File: config.mk
export PLATFORM = sky130hd
export DESIGN_NAME = noc_credit_out
export DESIGN_NICKNAME = d
export VERILOG_FILES = /design/src/noc_pkg.sv /design/src/noc_credit_out.sv
export SDC_FILE = /design/constraint.sdc
export NUM_CORES = 1
export LEC_CHECK = 0
export ABC_AREA = 1
export BUFFER_PORTS_ARGS = -buffer_cell sky130_fd_sc_hd__buf_2
export CORE_ASPECT_RATIO = 0.9
export CORE_MARGIN = 2
export CORE_UTILIZATION = 38
export DETAILED_ROUTE_END_ITERATION = 6
export PLACE_DENSITY = 0.78
export SYNTH_ARGS = -nofsm -noshare
export SYNTH_HDL_FRONTEND = slang
export SYNTH_SLANG_ARGS = --single-unit
File: constraint.sdc
create_clock -name chip -period 1.7 [get_ports chip]
set_input_delay 0.085 -clock chip [delete_from_list [all_inputs] [get_ports chip]]
set_output_delay 0.085 -clock chip [all_outputs]
set_load 0.01 [all_outputs]
File: src/noc_pkg.sv
// noc flit width, message opcodes and header field positions
// shared by the link ports and the memory controller

package noc_pkg;

    ////////////////////
    // flit
    ////////////////////
    localparam int FLIT_WIDTH = 64;   // header layout below assumes 64 bits

    // message opcodes, 8 bits to fill the header field
    typedef enum logic [7:0] {
        MSG_LOAD_REQ  = 8'h01,
        MSG_STORE_REQ = 8'h02,
        MSG_LOAD_ACK  = 8'h11,
        MSG_STORE_ACK = 8'h12,
        MSG_NACK      = 8'hff
    } msg_type_e;

    ////////////////////
    // header fields
    ////////////////////
    localparam int SRC_ID_HI      = 63;   // requesting tile
    localparam int SRC_ID_LO      = 48;
    localparam int MSG_TYPE_HI    = 47;
    localparam int MSG_TYPE_LO    = 40;
    localparam int PAYLOAD_LEN_HI = 39;   // data flits after the header
    localparam int PAYLOAD_LEN_LO = 32;
    localparam int ADDR_HI        = 31;   // byte address
    localparam int ADDR_LO        = 0;

endpackage

File: src/noc_credit_out.sv
// send side of a credit link
// credit counter gates tx_ready, flit registered onto the link

module noc_credit_out #(
    parameter int BUF_DEPTH = 4
) (
    input  logic                          chip,
    input  logic                          rst,
    input  logic                          tx_valid,
    input  logic [noc_pkg::FLIT_WIDTH-1:0] tx_data,
    output logic                          tx_ready,
    output logic                          rsp_valid,
    output logic [noc_pkg::FLIT_WIDTH-1:0] rsp_data,
    input  logic                          rsp_yummy
);

    localparam int CNT_W = $clog2(BUF_DEPTH + 1);

    logic [CNT_W-1:0] credits;   // 0 .. BUF_DEPTH
    logic             send;

    assign tx_ready = (credits != '0);
    assign send     = tx_valid && tx_ready;

    // output data register
    always_ff @(posedge chip)
    begin
        if (send)
        begin
            rsp_data <= tx_data;
        end
    end

    // valid pulse and credit count
    always_ff @(posedge chip)
    begin
        if (rst)
        begin
            rsp_valid <= 1'b0;
            credits   <= CNT_W'(BUF_DEPTH);   // receiver buffer starts empty
        end
        else
        begin
            rsp_valid <= send;                 // one cycle per flit
            case ({send, rsp_yummy})
                2'b10:   credits <= credits - 1'b1;
                2'b01:   credits <= credits + 1'b1;
                default: credits <= credits;   // use and return cancel
            endcase
        end
    end

endmodule

==> impl_results.md <==
- Reg area: 2004 sq um
- Sequential Power Share: 0.509
- Synth cell count leaders: 64 x edfxtp_1, 6 x inv_1, 4 x dfxtp_1
- Clock root buffer: clkbuf_8
- Pleak: between 1.5 and 2 nW
- Combinational Power Share: 0.154
- Hold Crit Depth: 3
- Post-route ant nets: 0
- R2R cell count: 10
- Initial antenna violation count: 0
- Final setup viols: 0
- HPWL after DPL: about 3.2 mm
- Post-route clock period utilization: 0.9390
- Synth top area share: 0.8982
- Setup slack at placement: 34.96 ps
- Required @ worst endpoint: 1930 ps
- Num CTS Buffers: 9
- Reg2Reg Setup Slack: 100 ps
- Most used DFF post-synth: edfxtp_1
- Worst slew margin: 0.8779
- Synth warn: 0
- Vias: 1604
- Slew @ Worst Pin: between 150 and 200 ps
- Largest cells by area after synthesis: edfxtp_1 90%, dfxtp_1 3.7%, inv_1 1.1%, fa_1 0.94%, nand3_2 0.94%
- GRT Residual Overflow: 0
- First-pass GRT wire length: 8.066 mm
- Switching share of power: 0.2251
- Layout cells sized above 1: 0.5226
- Die area: around 6200 sq um
- Critical-path top delay cell: dfxtp_2
- Wire length per cell: 14.15 microns
- Num rows: 25
- Final GP Congestion: 0.6914
- Multi-input logic area: 117.6 sq um
- Asr flop ratio synth: 0
- EDFF count, synth: 64
- Crit. End Element: register
- Largest net degree at the start of global routing: 35
- Dpl cell area: 2929 sq um
- CP delay by family, top: adder cells
- TritonCTS clock tree: yes
- Final Hold Fails: 0
- Minimum clock period: 1596 ps
- Count leader, synth: edfxtp_1
- Fill cells: 342
- Kind of start point of the critical path: register
- Max_cap viols: 0
- Seq/Total Area, Yosys: 0.9357
- I/O pin count: 134
- Later-pin clock latency in the skew report: 340 ps
- Nets: 375
- Pre-antenna DRT Iters: 4
- Worst Hold End: credits[1]
- CP bufs+invs: 3
- Post-route cell area: 3825 sq um
- Maximum vdd ir drop: 0.0007508 V
- Post-Syn Instances: 91
- Post-synthesis register bit count: 68
- Clock buffer depth: 2
- Pwr dens: 1069 nW/um^2
- Initial Util: 0.4000
- Hold path start: rsp_yummy
- H-tree depth reported by CTS: 3
- P&R area growth vs syn: 78.77%
- Hold_ws: 132.1 ps
- Layout Skew: between 9 and 10 ps
- Worst r2r src: credits[0]
- Mapped cell area: 2140 sq um
- Top cell type by total area after synthesis: edfxtp_1
- Fmax: 626.4 MHz
- Net Switching: between 0.0009 and 0.001 W
- All-layer global routing usage: 0.1755
- Clock tree sinks: 68
- DRT iter0 DRCs: 37
- Syn Nets: approximately 160
- Critical path arrival: roughly 1800 ps
- Antenna diode count: 0
- Worst-path cell chain: inv_2 > nand3_2 > nand2_4 > ha_2 > inv_2 > fa_2 > inv_1 > nand2_1 > nand4_1 > nand3_2
- Final Max Tran Viols: 0
- Clk slew on worst S/H paths: 70 ps
- Type of the tightest min-delay check: input pin to register
- PortBufs: approximately 130
- CP max stage delay: ~340 ps
- Total Wirelength: about 5.3 mm
- DIE WIDTH: 83.10 microns
- Setup_tns: 0 ps
- Die height: between 70 and 80 microns
- Worst r2r dst: credits[2]
- Distinct cells, synth: 14
- Unrepaired setup endpoints after global routing: false
- CP Class: register to register
- Vias in the first global route: 1712
- DRC: 0
- DR vias/cell: around 4.3
- Final WS setup: 103.7 ps
- Status: complete, no violations
- Avg Cell Area, Syn: between 20 and 25 sq um
- Crit path max fanout: 3
- P_int: approximately 0.0032 W
- Clock share of power: 0.337
- Core area: 5349 sq um
flip-flops by register name, summed over array words and instances, names as in the netlist:
| name | flops |
|---|---|
| credits | 3 |
| rsp_data | 64 |
| rsp_valid | 1 |
per-stage QoR:
stage | std cells | util | power (W)
2_1_floorplan | 91 | - | 0.002323
3_3_place_gp | 293 | 0.5476 | 0.002573
3_5_place_dp | 293 | 0.5476 | 0.002597
4_1_cts | 375 | 0.7099 | 0.004103
5_1_grt | 377 | 0.7151 | 0.004261
6_report | 377 | 0.7151 | 0.004091
layout make-up:
class / count / area share
clock inverter: 5 / 0.01995
sequential: 68 / 0.5240
inverter: 8 / 0.007851
multi-input combinational: 15 / 0.03075
clock buffer: 11 / 0.03435
tap: 67 / 0.02192
timing repair buffer: 203 / 0.3611
power groups by stage:
stage / registers [W] / logic, W / clock network, W
after global placement: 0.00210 / 0.000469 / 0
after CTS: 0.00207 / 0.000605 / 0.00142
after detailed placement: 0.00211 / 0.000486 / 0
after floorplan: 0.00220 / 0.000123 / 0
after global routing: 0.00210 / 0.000676 / 0.00149
final: 0.00208 / 0.000629 / 0.00138
metal layers:
layer  track usage  vias up  share of wire
li1              -      773              -
met1        0.1767      724           0.35
met2        0.3163       94           0.54
met3       0.07566       13          0.084
met4       0.09472        0          0.026
met5             0        -              0
worst min-delay path: cells and delay by family:
kind	cells	cell delay, ps
fa+ha+maj	1	200
buf+inv	1	80
compound gates	1	70
kinds of logic after synthesis:
kind of cell	share of synthesized area
fa+ha+maj	0.01520
buf+inv	0.01404
flops	0.9357
simple gates	0.02573
compound gates	0.009357
worst max path at each step:
| stage | start | end | slack (ps) | cells after the start |
|---|---|---|---|---|
| 2_1_floorplan | credits[0] | rsp_data[0] | 10 | 4 |
| 3_3_place_gp | credits[0] | credits[2] | 140 | 10 |
| 3_5_place_dp | credits[0] | credits[2] | 30 | 10 |
| 4_1_cts | credits[0] | credits[2] | 40 | 10 |
| 5_1_grt | credits[2] | credits[2] | 4 | 10 |
| 6_report | credits[0] | credits[2] | 100 | 10 |
cell usage in the layout, fill, tap and decap left out:
cell           count
buf_2            133
dlygate4sd3_1     66
edfxtp_1          64
clkbuf_8           9
inv_1              4
inv_2              4
nand2_1            3
nand3_2            2
o21ai_0            2
a21oi_1            2
clkbuf_1           2
bufinv_16          2
dfxtp_2            2
dfxtp_1            2
buf_12             2
buf_4              2
nand2_4            1
nor2_2             1
nand3_1            1
nand4_1            1
fa_2               1
ha_2               1
clkinv_2           1
clkinvlp_4         1
clkinv_1           1
timing repair:
| item | 4_1_cts | 5_1_grt |
|---|---|---|
| resized for setup | 0 | 7 |
| setup endpoints to repair | 0 | 2 |
| hold endpoints to repair | 66 | 0 |
| hold buffers | 66 | 0 |
| buffers inserted | 0 | 2 |
(Power assumes the default switching activity.)
