--- src/noc_pkg.sv ---
// noc flit width, message opcodes and header field positions
// shared by the link ports and the memory controller

package noc_pkg;

    ////////////////////
    // flit
    ////////////////////
    localparam int FLIT_WIDTH = 64;   // header layout below assumes 64 bits

    // message opcodes, 8 bits to fill the header field
    typedef enum logic [7:0] {
        MSG_LOAD_REQ  = 8'h01,
        MSG_STORE_REQ = 8'h02,
        MSG_LOAD_ACK  = 8'h11,
        MSG_STORE_ACK = 8'h12,
        MSG_NACK      = 8'hff
    } msg_type_e;

    ////////////////////
    // header fields
    ////////////////////
    localparam int SRC_ID_HI      = 63;   // requesting tile
    localparam int SRC_ID_LO      = 48;
    localparam int MSG_TYPE_HI    = 47;
    localparam int MSG_TYPE_LO    = 40;
    localparam int PAYLOAD_LEN_HI = 39;   // data flits after the header
    localparam int PAYLOAD_LEN_LO = 32;
    localparam int ADDR_HI        = 31;   // byte address
    localparam int ADDR_LO        = 0;

endpackage

--- src/noc_credit_in.sv ---
// receive side of a credit link
// small flit FIFO with val/rdy out and one yummy per pop

module noc_credit_in #(
    parameter int BUF_DEPTH = 4
) (
    input  logic                          chip,
    input  logic                          rst,
    input  logic                          req_valid,
    input  logic [noc_pkg::FLIT_WIDTH-1:0] req_data,
    output logic                          req_yummy,
    output logic                          rx_valid,
    output logic [noc_pkg::FLIT_WIDTH-1:0] rx_data,
    input  logic                          rx_ready
);

    localparam int PTR_W = (BUF_DEPTH > 1) ? $clog2(BUF_DEPTH) : 1;
    localparam int CNT_W = $clog2(BUF_DEPTH + 1);

    logic [noc_pkg::FLIT_WIDTH-1:0] fifo_mem [BUF_DEPTH];   // flit storage
    logic [PTR_W-1:0]               wr_ptr;
    logic [PTR_W-1:0]               rd_ptr;
    logic [CNT_W-1:0]               count;                  // flits held
    logic                           push;
    logic                           pop;

    assign push     = req_valid;              // sender obeys credits so never overruns
    assign pop      = rx_valid && rx_ready;
    assign rx_valid = (count != '0);
    assign rx_data  = fifo_mem[rd_ptr];       // head of queue

    // flit storage write
    always_ff @(posedge chip)
    begin
        if (push)
        begin
            fifo_mem[wr_ptr] <= req_data;
        end
    end

    // pointers, occupancy and yummy
    always_ff @(posedge chip)
    begin
        if (rst)
        begin
            wr_ptr    <= '0;
            rd_ptr    <= '0;
            count     <= '0;
            req_yummy <= 1'b0;
        end
        else
        begin
            if (push)
            begin
                wr_ptr <= (wr_ptr == PTR_W'(BUF_DEPTH - 1)) ? '0 : wr_ptr + 1'b1;
            end
            if (pop)
            begin
                rd_ptr <= (rd_ptr == PTR_W'(BUF_DEPTH - 1)) ? '0 : rd_ptr + 1'b1;
            end
            case ({push, pop})
                2'b10:   count <= count + 1'b1;
                2'b01:   count <= count - 1'b1;
                default: count <= count;       // both or neither
            endcase
            req_yummy <= pop;                  // credit back one cycle after pop
        end
    end

endmodule

--- config.mk ---
export PLATFORM = sky130hd
export DESIGN_NAME = noc_credit_in
export DESIGN_NICKNAME = d
export VERILOG_FILES = /design/src/noc_pkg.sv /design/src/noc_credit_in.sv
export SDC_FILE = /design/constraint.sdc
export NUM_CORES = 1
export LEC_CHECK = 0
export ABC_AREA = 1
export BUFFER_PORTS_ARGS = -buffer_cell sky130_fd_sc_hd__buf_4
export CORE_MARGIN = 2
export CORE_UTILIZATION = 50
export CTS_BUF_LIST = sky130_fd_sc_hd__clkbuf_8
export CTS_CLUSTER_SIZE = 25
export DETAILED_ROUTE_END_ITERATION = 8
export PLACE_DENSITY = 0.71
export REMOVE_ABC_BUFFERS = 1
export SETUP_SLACK_MARGIN = 0.5
export SYNTH_ARGS = -nofsm -noshare
export SYNTH_HDL_FRONTEND = slang
export SYNTH_SLANG_ARGS = --single-unit
--- constraint.sdc ---
create_clock -name chip -period 4.19 [get_ports chip]
set_input_delay 0 -clock chip [delete_from_list [all_inputs] [get_ports chip]]
set_output_delay 0 -clock chip [all_outputs]
set_load 0.05 [all_outputs]
==> out/metrics.yaml <==
floorplanning:
  start_util: 0.512
  fp.dieH_um: 145
  pin_count: 134
  core_um2: 19500
  dieArea_um2: 21200
  fp-row-count: 51
  die_x_um: 145
placement:
  port_buffers: 133
  placed_cell_area_um2: 11100
  gp_congestion: 0.740
  place_hpwl_um: 11900
  place_inst: 1051
critical_path:
  r2r_start: "wr_ptr[0]"
  crit_arrival_ns: 2.88
  r2r_cells: 5
  cpMaxStageDelayCell: "inv_4"
  reg2reg_setup_slack_ns: 1.83
  cp-end-kind: "output pin"
  worstPathMaxFanout: 82
  worstSetupStartpointType: "flip-flop"
  crit_chain: "inv_4, buf_4, nor2_1, o22ai_1, buf_4"
  cp_common_cell: "buf_4"
  r2r-end: "fifo_mem[2][5]"
  max_stage_delay_ns: 0.72
  worstSetupPathType: "reg2out"
  worstPathRequired_ns: 4.19
grt:
  grt_max_degree: 83
  grt_first_pass_wirelength_um: 33200
  antenna_found_initial: 0
  grt_pass1_vias: 6449
  groute.usage.overall: 0.199
  gr-total-overflow: 0
worst_hold_path:
  hold_path_depth: 3
  min_from: "rst"
  hold_class: "in2reg"
  holdPathEnd: "req_yummy"
layout:
  postLayoutCellArea_um2: 12500
  layout.cells.non_filler: 1192
  final_nets: 971
  layout_common_cells: "256 x edfxtp_1, 142 x buf_4, 133 x nor2_1"
  drive_above_1_share: 0.214
  fin_util: 0.640
  final_common_cell: "edfxtp_1"
  num_antenna_cells: 0
  area_growth_pct: 25.0
cts:
  cts-root-buf: "clkbuf_8"
  insertion_delay_ns: 0.54
  cts_resized: 0
  cts.sinks: 266
  cts_tree: "yes"
  cts_max_path_buffers: 3
  cts_buffers: 40
  clk_pin_slew_ns: 0.06
  cts.htree.levels: 2
synthesis:
  ys_seq_elements: 266
  yosys_warnings: 0
  syn_inst: 685
  yosysUniqueCellTypes: 22
  syn_area_um2: 10000
  syn_avg_cell_area_um2: 14.6
  synth-seq-area-share: 0.788
power:
  pwr-share-comb: 0.330
  switching_share: 0.371
  fin_total_pwr_w: 0.00740
  seq_power_share: 0.423
  ir_drop_mv: 0.373
  leakagePower_nw: 4.53
  p_sw_w: 0.00275
  cellPowerDensity_nw_per_um2: 592
  p_clk_frac: 0.247
  intPower_w: 0.00465
status:
  run_status: "completed"
timing:
  hold_viol_final: 0
  period_share: 0.686
  min_period_ns: 2.88
  setup_viol: 0
  clock_skew_ns: 0.0131
  rsz0062_at_grt: "false"
  tns_ns: 0
  max_freq_ghz: 0.348
  slew_viol_final: 0
  max-slew-margin-rel: 0.356
  worst_pin_slew_ns: 0.964
job:
  max-cap-violations: 0
routing:
  wl_um: 21100
  routed.top_layer: "met4"
  vias: 6310
  ant_nets: 0
  vias_per_cell: 5.29
  wire_per_inst_um: 17.7
  dr.pass1.iters: 5
  drt_first_iter_violations: 379
  wl_met3_um: 1370
  met1Wirelength_um: 8810
  drcViolationCount: 0
  wl_met2_um: 10400
==> stage by stage <==
stage	hold slack, ns	worst slack (ns)
detailed placement	0.192	1.85
CTS	0.172	1.29
global route	0.203	1.13
finish	0.203	1.31
floorplan	0.0724	0.420
global placement	0.194	1.88
==> metal layers <==
layer / vias to the layer above / global-route usage
met3: 46 / 0.0408
met1: 3033 / 0.255
met4: 0 / 0.0794
met5: - / 0
li1: 3004 / -
met2: 227 / 0.334
==> layout make-up <==
cell class                 count  area, um^2
inverter                      19        77.6
fill                        1476        7020
clock buffer                  41         564
sequential                   266        7890
multi-input combinational    359        1760
tap                          265         332
clock inverter                32         133
timing repair buffer         210        1750
==> power by group through the flow <==
| stage | clock [W] | combinational (W) | sequential, W |
|---|---|---|---|
| 2_1_floorplan | 0 | 0.00157 | 0.00322 |
| 3_3_place_gp | 0 | 0.00235 | 0.00318 |
| 3_5_place_dp | 0 | 0.00240 | 0.00319 |
| 4_1_cts | 0.00188 | 0.00246 | 0.00313 |
| 5_1_grt | 0.00198 | 0.00259 | 0.00315 |
| 6_report | 0.00182 | 0.00244 | 0.00313 |
==> Yosys cell counts <==
| master | instances | area share |
|---|---|---|
| inv_1 | 17 | 0.0064 |
| nand4_1 | 1 | 0.00063 |
| ha_1 | 6 | 0.0075 |
| nor2_1 | 133 | 0.050 |
| buf_6 | 14 | 0.016 |
| a21oi_1 | 6 | 0.0030 |
| or2_2 | 1 | 0.00063 |
| clkbuf_1 | 14 | 0.0053 |
| nor3_1 | 1 | 0.00050 |
| inv_4 | 1 | 0.00063 |
| nand3_1 | 4 | 0.0020 |
| nand2_1 | 11 | 0.0041 |
| o21ai_1 | 56 | 0.028 |
| fa_1 | 1 | 0.0020 |
| dfxtp_1 | 10 | 0.020 |
| o21ai_0 | 75 | 0.038 |
| clkinv_1 | 1 | 0.00037 |
| clkbuf_2 | 3 | 0.0015 |
| buf_4 | 3 | 0.0023 |
| buf_2 | 7 | 0.0035 |
| edfxtp_1 | 256 | 0.77 |
| o22ai_1 | 64 | 0.040 |
==> state kept, by name, summed over array words and instances, names as in the netlist, named ones only <==
signal	cells
fifo_mem	256
count	3
rd_ptr	2
wr_ptr	2
req_yummy	1
==> logic make-up after synthesis <==
| kind of cell | Yosys count | synth area share |
|---|---|---|
| DFF | 266 | 0.788 |
| AOI/OAI and AO/OA | 201 | 0.109 |
| adders and majority gates | 7 | 0.00951 |
| and+or+nand+nor | 151 | 0.0578 |
| buffers and inverters | 60 | 0.0356 |
==> critical path, delay by kind of cell (launching register included) <==
family,cells,cell delay (ns)
buf+inv,3,1.41
flops,1,0.53
compound gates,1,0.30
simple gates,1,0.07
==> worst max path at each step <==
| stage | start | endpoint | slack (ns) | cells after the start |
|---|---|---|---|---|
| floorplan | flip-flop | rx_data[45] | 0.42 | 3 |
| detailed placement | flip-flop | rx_data[61] | 1.85 | 5 |
| CTS | flip-flop | rx_data[61] | 1.29 | 5 |
| global placement | wr_ptr[0] | fifo_mem[2][3] | 1.88 | 5 |
| finish | flip-flop | rx_data[61] | 1.31 | 5 |
| global route | flip-flop | rx_data[61] | 1.13 | 5 |
==> what timing repair did <==
item	CTS	global route
buffers inserted	0	0
hold buffers	68	0
endpoints found under the hold margin	266	0
endpoints found under the setup margin	0	0
Power figures use the tool's default switching activity.
