===== config.mk =====
export PLATFORM = sky130hd
export DESIGN_NAME = mem_ctrl_fsm
export DESIGN_NICKNAME = d
export VERILOG_FILES = /design/src/mem_pkg.sv /design/src/noc_pkg.sv /design/src/mem_ctrl_fsm.sv
export SDC_FILE = /design/constraint.sdc
export NUM_CORES = 1
export LEC_CHECK = 0
export BUFFER_PORTS_ARGS = -buffer_cell sky130_fd_sc_hd__clkbuf_2
export CORE_ASPECT_RATIO = 0.9
export CORE_MARGIN = 2
export CORE_UTILIZATION = 45
export DETAILED_ROUTE_END_ITERATION = 8
export GPL_TIMING_DRIVEN = 0
export PLACE_DENSITY = 0.76
export SYNTH_ARGS = -nofsm -noshare
export SYNTH_HDL_FRONTEND = slang
export SYNTH_SLANG_ARGS = --single-unit

===== constraint.sdc =====
create_clock -name chip -period 14.4 [get_ports chip]
set_input_delay 2.88 -clock chip [delete_from_list [all_inputs] [get_ports chip]]
set_output_delay 2.88 -clock chip [all_outputs]
set_load 0.05 [all_outputs]

===== src/mem_pkg.sv =====
// memory controller states and address to word mapping

package mem_pkg;

    ////////////////////
    // controller fsm
    ////////////////////
    typedef enum logic [2:0] {
        ST_HDR,         // wait for request header
        ST_PAYLOAD,     // eat data flits
        ST_ACCESS,      // one cycle array access
        ST_READ_WAIT,   // read data lands here
        ST_SEND_HDR,    // reply header out
        ST_SEND_DATA    // load data out
    } mem_state_e;

    ////////////////////
    // address mapping
    ////////////////////
    // 8 byte words, low three byte address bits ignored
    localparam int WORD_OFFSET_BITS = 3;

endpackage


===== src/noc_pkg.sv =====
// noc flit width, message opcodes and header field positions
// shared by the link ports and the memory controller

package noc_pkg;

    ////////////////////
    // flit
    ////////////////////
    localparam int FLIT_WIDTH = 64;   // header layout below assumes 64 bits

    // message opcodes, 8 bits to fill the header field
    typedef enum logic [7:0] {
        MSG_LOAD_REQ  = 8'h01,
        MSG_STORE_REQ = 8'h02,
        MSG_LOAD_ACK  = 8'h11,
        MSG_STORE_ACK = 8'h12,
        MSG_NACK      = 8'hff
    } msg_type_e;

    ////////////////////
    // header fields
    ////////////////////
    localparam int SRC_ID_HI      = 63;   // requesting tile
    localparam int SRC_ID_LO      = 48;
    localparam int MSG_TYPE_HI    = 47;
    localparam int MSG_TYPE_LO    = 40;
    localparam int PAYLOAD_LEN_HI = 39;   // data flits after the header
    localparam int PAYLOAD_LEN_LO = 32;
    localparam int ADDR_HI        = 31;   // byte address
    localparam int ADDR_LO        = 0;

endpackage


===== src/mem_ctrl_fsm.sv =====
// fake memory controller fsm
// parses noc requests, accesses the word array, builds ack or nack replies

module mem_ctrl_fsm #(
    parameter int MEM_DEPTH = 256
) (
    input  logic                          chip,
    input  logic                          rst,
    input  logic                          rx_valid,
    input  logic [noc_pkg::FLIT_WIDTH-1:0] rx_data,
    output logic                          rx_ready,
    output logic                          tx_valid,
    output logic [noc_pkg::FLIT_WIDTH-1:0] tx_data,
    input  logic                          tx_ready,
    output logic                          mem_we,
    output logic                          mem_re,
    output logic [$clog2(MEM_DEPTH)-1:0]  mem_addr,
    output logic [noc_pkg::FLIT_WIDTH-1:0] mem_wdata,
    input  logic [noc_pkg::FLIT_WIDTH-1:0] mem_rdata
);

    localparam int ADDR_W = $clog2(MEM_DEPTH);
    localparam int SRC_W  = noc_pkg::SRC_ID_HI - noc_pkg::SRC_ID_LO + 1;
    localparam int TYPE_W = noc_pkg::MSG_TYPE_HI - noc_pkg::MSG_TYPE_LO + 1;
    localparam int LEN_W  = noc_pkg::PAYLOAD_LEN_HI - noc_pkg::PAYLOAD_LEN_LO + 1;
    localparam int BYTE_W = noc_pkg::ADDR_HI - noc_pkg::ADDR_LO + 1;

    mem_pkg::mem_state_e state;
    mem_pkg::mem_state_e state_nxt;

    // captured request header
    logic [SRC_W-1:0]   src_id;
    logic [TYPE_W-1:0]  msg_type;    // raw opcode as received
    logic [LEN_W-1:0]   pay_len;
    logic [BYTE_W-1:0]  addr;
    logic [LEN_W-1:0]   pay_cnt;     // payload flits still to eat
    logic [noc_pkg::FLIT_WIDTH-1:0] data_reg;   // store data or load result

    logic               rx_fire;
    logic               is_load;
    logic               is_store;    // store with a data flit
    noc_pkg::msg_type_e rsp_type;
    logic [noc_pkg::FLIT_WIDTH-1:0] rsp_hdr;

    assign rx_fire  = rx_valid && rx_ready;
    assign is_load  = (msg_type == noc_pkg::MSG_LOAD_REQ);
    assign is_store = (msg_type == noc_pkg::MSG_STORE_REQ) && (pay_len != '0);

    // byte address shifted down to a word index modulo MEM_DEPTH
    assign mem_addr  = addr[mem_pkg::WORD_OFFSET_BITS +: ADDR_W];
    assign mem_wdata = data_reg;

    ////////////////////
    // reply header
    ////////////////////
    always_comb
    begin
        if (is_load)
            rsp_type = noc_pkg::MSG_LOAD_ACK;
        else if (is_store)
            rsp_type = noc_pkg::MSG_STORE_ACK;
        else
            rsp_type = noc_pkg::MSG_NACK;   // unknown type or empty store

        rsp_hdr = '0;
        rsp_hdr[noc_pkg::SRC_ID_HI:noc_pkg::SRC_ID_LO]           = src_id;
        rsp_hdr[noc_pkg::MSG_TYPE_HI:noc_pkg::MSG_TYPE_LO]       = rsp_type;
        rsp_hdr[noc_pkg::PAYLOAD_LEN_HI:noc_pkg::PAYLOAD_LEN_LO] = LEN_W'(is_load);
        rsp_hdr[noc_pkg::ADDR_HI:noc_pkg::ADDR_LO]               = addr;   // echo back
    end

    ////////////////////
    // next state, outputs
    ////////////////////
    always_comb
    begin
        state_nxt = state;
        rx_ready  = 1'b0;
        tx_valid  = 1'b0;
        tx_data   = rsp_hdr;
        mem_we    = 1'b0;
        mem_re    = 1'b0;
        case (state)
            mem_pkg::ST_HDR:
            begin
                rx_ready = 1'b1;
                if (rx_valid)
                begin
                    if (rx_data[noc_pkg::PAYLOAD_LEN_HI:noc_pkg::PAYLOAD_LEN_LO] != '0)
                        state_nxt = mem_pkg::ST_PAYLOAD;
                    else
                        state_nxt = mem_pkg::ST_ACCESS;
                end
            end
            mem_pkg::ST_PAYLOAD:
            begin
                rx_ready = 1'b1;
                if (rx_valid && (pay_cnt == LEN_W'(1)))
                    state_nxt = mem_pkg::ST_ACCESS;   // last data flit
            end
            mem_pkg::ST_ACCESS:
            begin
                mem_we = is_store;
                mem_re = is_load;
                state_nxt = is_load ? mem_pkg::ST_READ_WAIT : mem_pkg::ST_SEND_HDR;
            end
            mem_pkg::ST_READ_WAIT:
            begin
                state_nxt = mem_pkg::ST_SEND_HDR;
            end
            mem_pkg::ST_SEND_HDR:
            begin
                tx_valid = 1'b1;   // stalls here without credits
                if (tx_ready)
                    state_nxt = is_load ? mem_pkg::ST_SEND_DATA : mem_pkg::ST_HDR;
            end
            mem_pkg::ST_SEND_DATA:
            begin
                tx_valid = 1'b1;
                tx_data  = data_reg;
                if (tx_ready)
                    state_nxt = mem_pkg::ST_HDR;
            end
            default:
            begin
                state_nxt = mem_pkg::ST_HDR;
            end
        endcase
    end

    // header capture and data word
    always_ff @(posedge chip)
    begin
        if (rx_fire && (state == mem_pkg::ST_HDR))
        begin
            src_id   <= rx_data[noc_pkg::SRC_ID_HI:noc_pkg::SRC_ID_LO];
            msg_type <= rx_data[noc_pkg::MSG_TYPE_HI:noc_pkg::MSG_TYPE_LO];
            pay_len  <= rx_data[noc_pkg::PAYLOAD_LEN_HI:noc_pkg::PAYLOAD_LEN_LO];
            addr     <= rx_data[noc_pkg::ADDR_HI:noc_pkg::ADDR_LO];
        end
        // first payload flit of a store is the write word
        if (rx_fire && (state == mem_pkg::ST_PAYLOAD) && (pay_cnt == pay_len)
            && (msg_type == noc_pkg::MSG_STORE_REQ))
        begin
            data_reg <= rx_data;
        end
        if (state == mem_pkg::ST_READ_WAIT)
        begin
            data_reg <= mem_rdata;   // array output valid this cycle
        end
    end

    // state and payload counter
    always_ff @(posedge chip)
    begin
        if (rst)
        begin
            state   <= mem_pkg::ST_HDR;
            pay_cnt <= '0;
        end
        else
        begin
            state <= state_nxt;
            if (rx_fire && (state == mem_pkg::ST_HDR))
                pay_cnt <= rx_data[noc_pkg::PAYLOAD_LEN_HI:noc_pkg::PAYLOAD_LEN_LO];
            else if (rx_fire && (state == mem_pkg::ST_PAYLOAD))
                pay_cnt <= pay_cnt - 1'b1;
        end
    end

endmodule


==> qor.txt <==
drt first-iter violations - 200
CTS Sinks - 139
largest net degree at the start of global routing - 72
Vias - 5014
H-tree levels - 4
first-pass GRT wire length - 24.9 mm
RSZ-0062 raised after global routing - false
hpwl dp - 12.4 mm
Syn-to-layout area delta - 35.0%
most frequent cells in the layout - clkbuf_2, nand2_1, edfxtp_1
Rows - 41
Max-slew headroom - 0.383
Post-Syn Area per Cell - 12.5 µm²
placed cells - 976
synth unique cells - 49
PortBufs - 270
Seq/Total Area, Yosys - 0.641
pwr/cell area - 154 nW/µm²
Die Y - 117 µm
GP Congestion - 0.861
Core ar. - 13900 µm²
Overflow after GRT - 0
Endpoint, Worst Hold - pay_cnt[0]
DR WL/cell - 16.7 µm
type of the most critical hold path - flop to flop
Reg-to-Reg End - mem_wdata[27]
Final Cycle Share - 0.389
die area - 15000 µm²
Finished Layout Cells - 1006
syn_nets - 643
Hold Crit Depth - 2
fin nets - 936
number of fillers in the final layout - 1136
r2r startpoint - msg_type[3]
hold buffers post-CTS - 0
crit end category - output port
CP delay by family, top - buffers and inverters
yosys warns - 0
detailed-router iteration count before antenna repair - 4
cell repeated most along the worst path - nand2_1
r2r setup slk - 11.55 ns
setup_tns - 0 ns
Clk Latency, worst-skew pair - 0.41 ns
TritonCTS clock tree - done
Setup Crit Path Kind - flop to output port
Starting Density - 0.456
hold_sp - pay_cnt[0]
Final Hold Viols - 0
final wirelength - 16.8 mm
CP max stage cell - buf_1
Worst R2R Path Depth - 6
cells after synthesis - 509
clk slew on worst S/H paths - 0.06 ns
PostCTS Resize Cnt - 0
CP arrival - 2.72 ns
CP max FO - 10
element type at the critical path start - flop
Leak - 3.76 nW
Setup violations, final - 0
Worst Path Required - 11.52 ns
IO Count - 272
highest clock rate - 0.179 GHz
Worst Skew - 0.00738 ns
total CTS buffers - 17
initial antenna violation count - 0
Post-synth EDFFs - 128
most common cell after layout, fill and taps aside - clkbuf_2
actual slew at the worst max-slew pin - 0.924 ns
vias in the first global route - 4673
drc violations - 0
critical-path cell list - clkbuf_1 > and3_1 > buf_2 > buf_1 > nand2_1 > nand2_1 > clkbuf_2
outcome - finished clean
diodes inserted - 0
vias per cell - 4.98
VDD IR-drop max - 0.103 mV
Slew Viols, Final - 0
Post-Syn Area - 6340 µm²
Worst path max stage delay - 0.55 ns
clock buffer depth - 2
minimum clock period - 5.60 ns
Die Span X - 129 µm
total track usage - 0.222
antenna-violating nets left - 0
Bufs and invs on worst path - 4
# Post-CTS Setup Buffers - 0
Post-synth top flop - edfxtp_1
Post-synth ARST share - 0
maxcap violations - 0
share of cells above drive strength 1 - 0.480
post-synthesis sequential element count - 139
clock root buffer - clkbuf_16
[cell families (layout without fill, tap and decap cells)]
| kind of cell | after synthesis | count (layout) | synth area share |
|---|---|---|---|
| AO/OA/AOI/OAI | 39 | 39 | 0.0436 |
| AND/OR/NAND/NOR | 214 | 214 | 0.152 |
| buffers and inverters | 41 | 345 | 0.0318 |
| flip-flops | 139 | 139 | 0.641 |
| adder cells (fa/ha/maj) | 2 | 2 | 0.00395 |
| multiplexers | 65 | 65 | 0.115 |
| XOR/XNOR | 9 | 9 | 0.0124 |
[metrics by stage]
stage	utilization	power, W	hold WS (ns)	instance area [µm²]	setup slack [ns]
global placement	0.570	0.000912	0.520	7930	2.82
detailed placement	0.577	0.000919	0.539	8020	9.19
global route	0.615	0.00137	0.574	8550	8.50
floorplan	-	0.000816	0.493	6340	5.98
CTS	0.615	0.00132	0.547	8550	8.73
finish	0.615	0.00131	0.546	8550	8.80
[power breakdown]
part	leakage, nW	switching (W)	total [W]	internal, W
clock	0.258	0.000154	0.000403	0.000249
combinational	2.22	0.000271	0.000376	0.000104
sequential	1.28	0.0000263	0.000535	0.000508
total	3.76	0.000452	0.00131	0.000862
[area by class of cell]
type	instances	area, µm²	area share
sequential	139	4060	0.475
multi-input combinational	329	2090	0.244
timing repair buffer	274	1420	0.166
clock buffer	19	433	0.0506
tap	193	241	0.0282
buffer	34	170	0.0199
clock inverter	11	105	0.0123
inverter	7	31.3	0.00366
[Yosys cell counts (7+ instances only)]
library cell,n,area (µm²)
nand2_1,153,574
edfxtp_1,128,3840
mux2_2,64,721
nor2_1,14,52.6
clkbuf_1,11,41.3
dfxtp_1,11,220
buf_4,9,67.6
xor2_1,9,78.8
and2_1,8,50.1
nor4_1,8,50.1
a21o_1,7,52.6
a21oi_1,7,35.0
buf_1,7,26.3
buf_2,7,35.0
[worst max path at each step]
stage,end,start,slack [ns],depth (start not counted)
2_1_floorplan,mem_wdata[0],rx_valid,5.98,2
3_3_place_gp,mem_wdata[17],rx_valid,2.82,3
3_5_place_dp,tx_data[52],state[2],9.19,7
4_1_cts,tx_data[52],state[2],8.73,7
5_1_grt,tx_data[52],state[2],8.50,7
6_report,tx_data[52],state[2],8.80,7
[worst min-delay path: stages (launching register included)]
cell	delay, ns
dfxtp_1	0.36
nand2_1	0.08
a31oi_1	0.06
[metal layers]
layer | up-vias | track usage | part of all wire
li1 | 2414 | - | -
met1 | 2370 | 0.268 | 0.40
met2 | 215 | 0.381 | 0.50
met3 | 15 | 0.0747 | 0.090
met4 | 0 | 0.0652 | 0.0093
met5 | - | 0 | 0
[state kept, by name (all words and copies together) (netlist names)]
name / cells
state: 3
src_id: 16
pay_len: 8
msg_type: 8
addr: 32
mem_wdata: 64
pay_cnt: 8
Note: power is estimated with default switching activity, not from simulation.
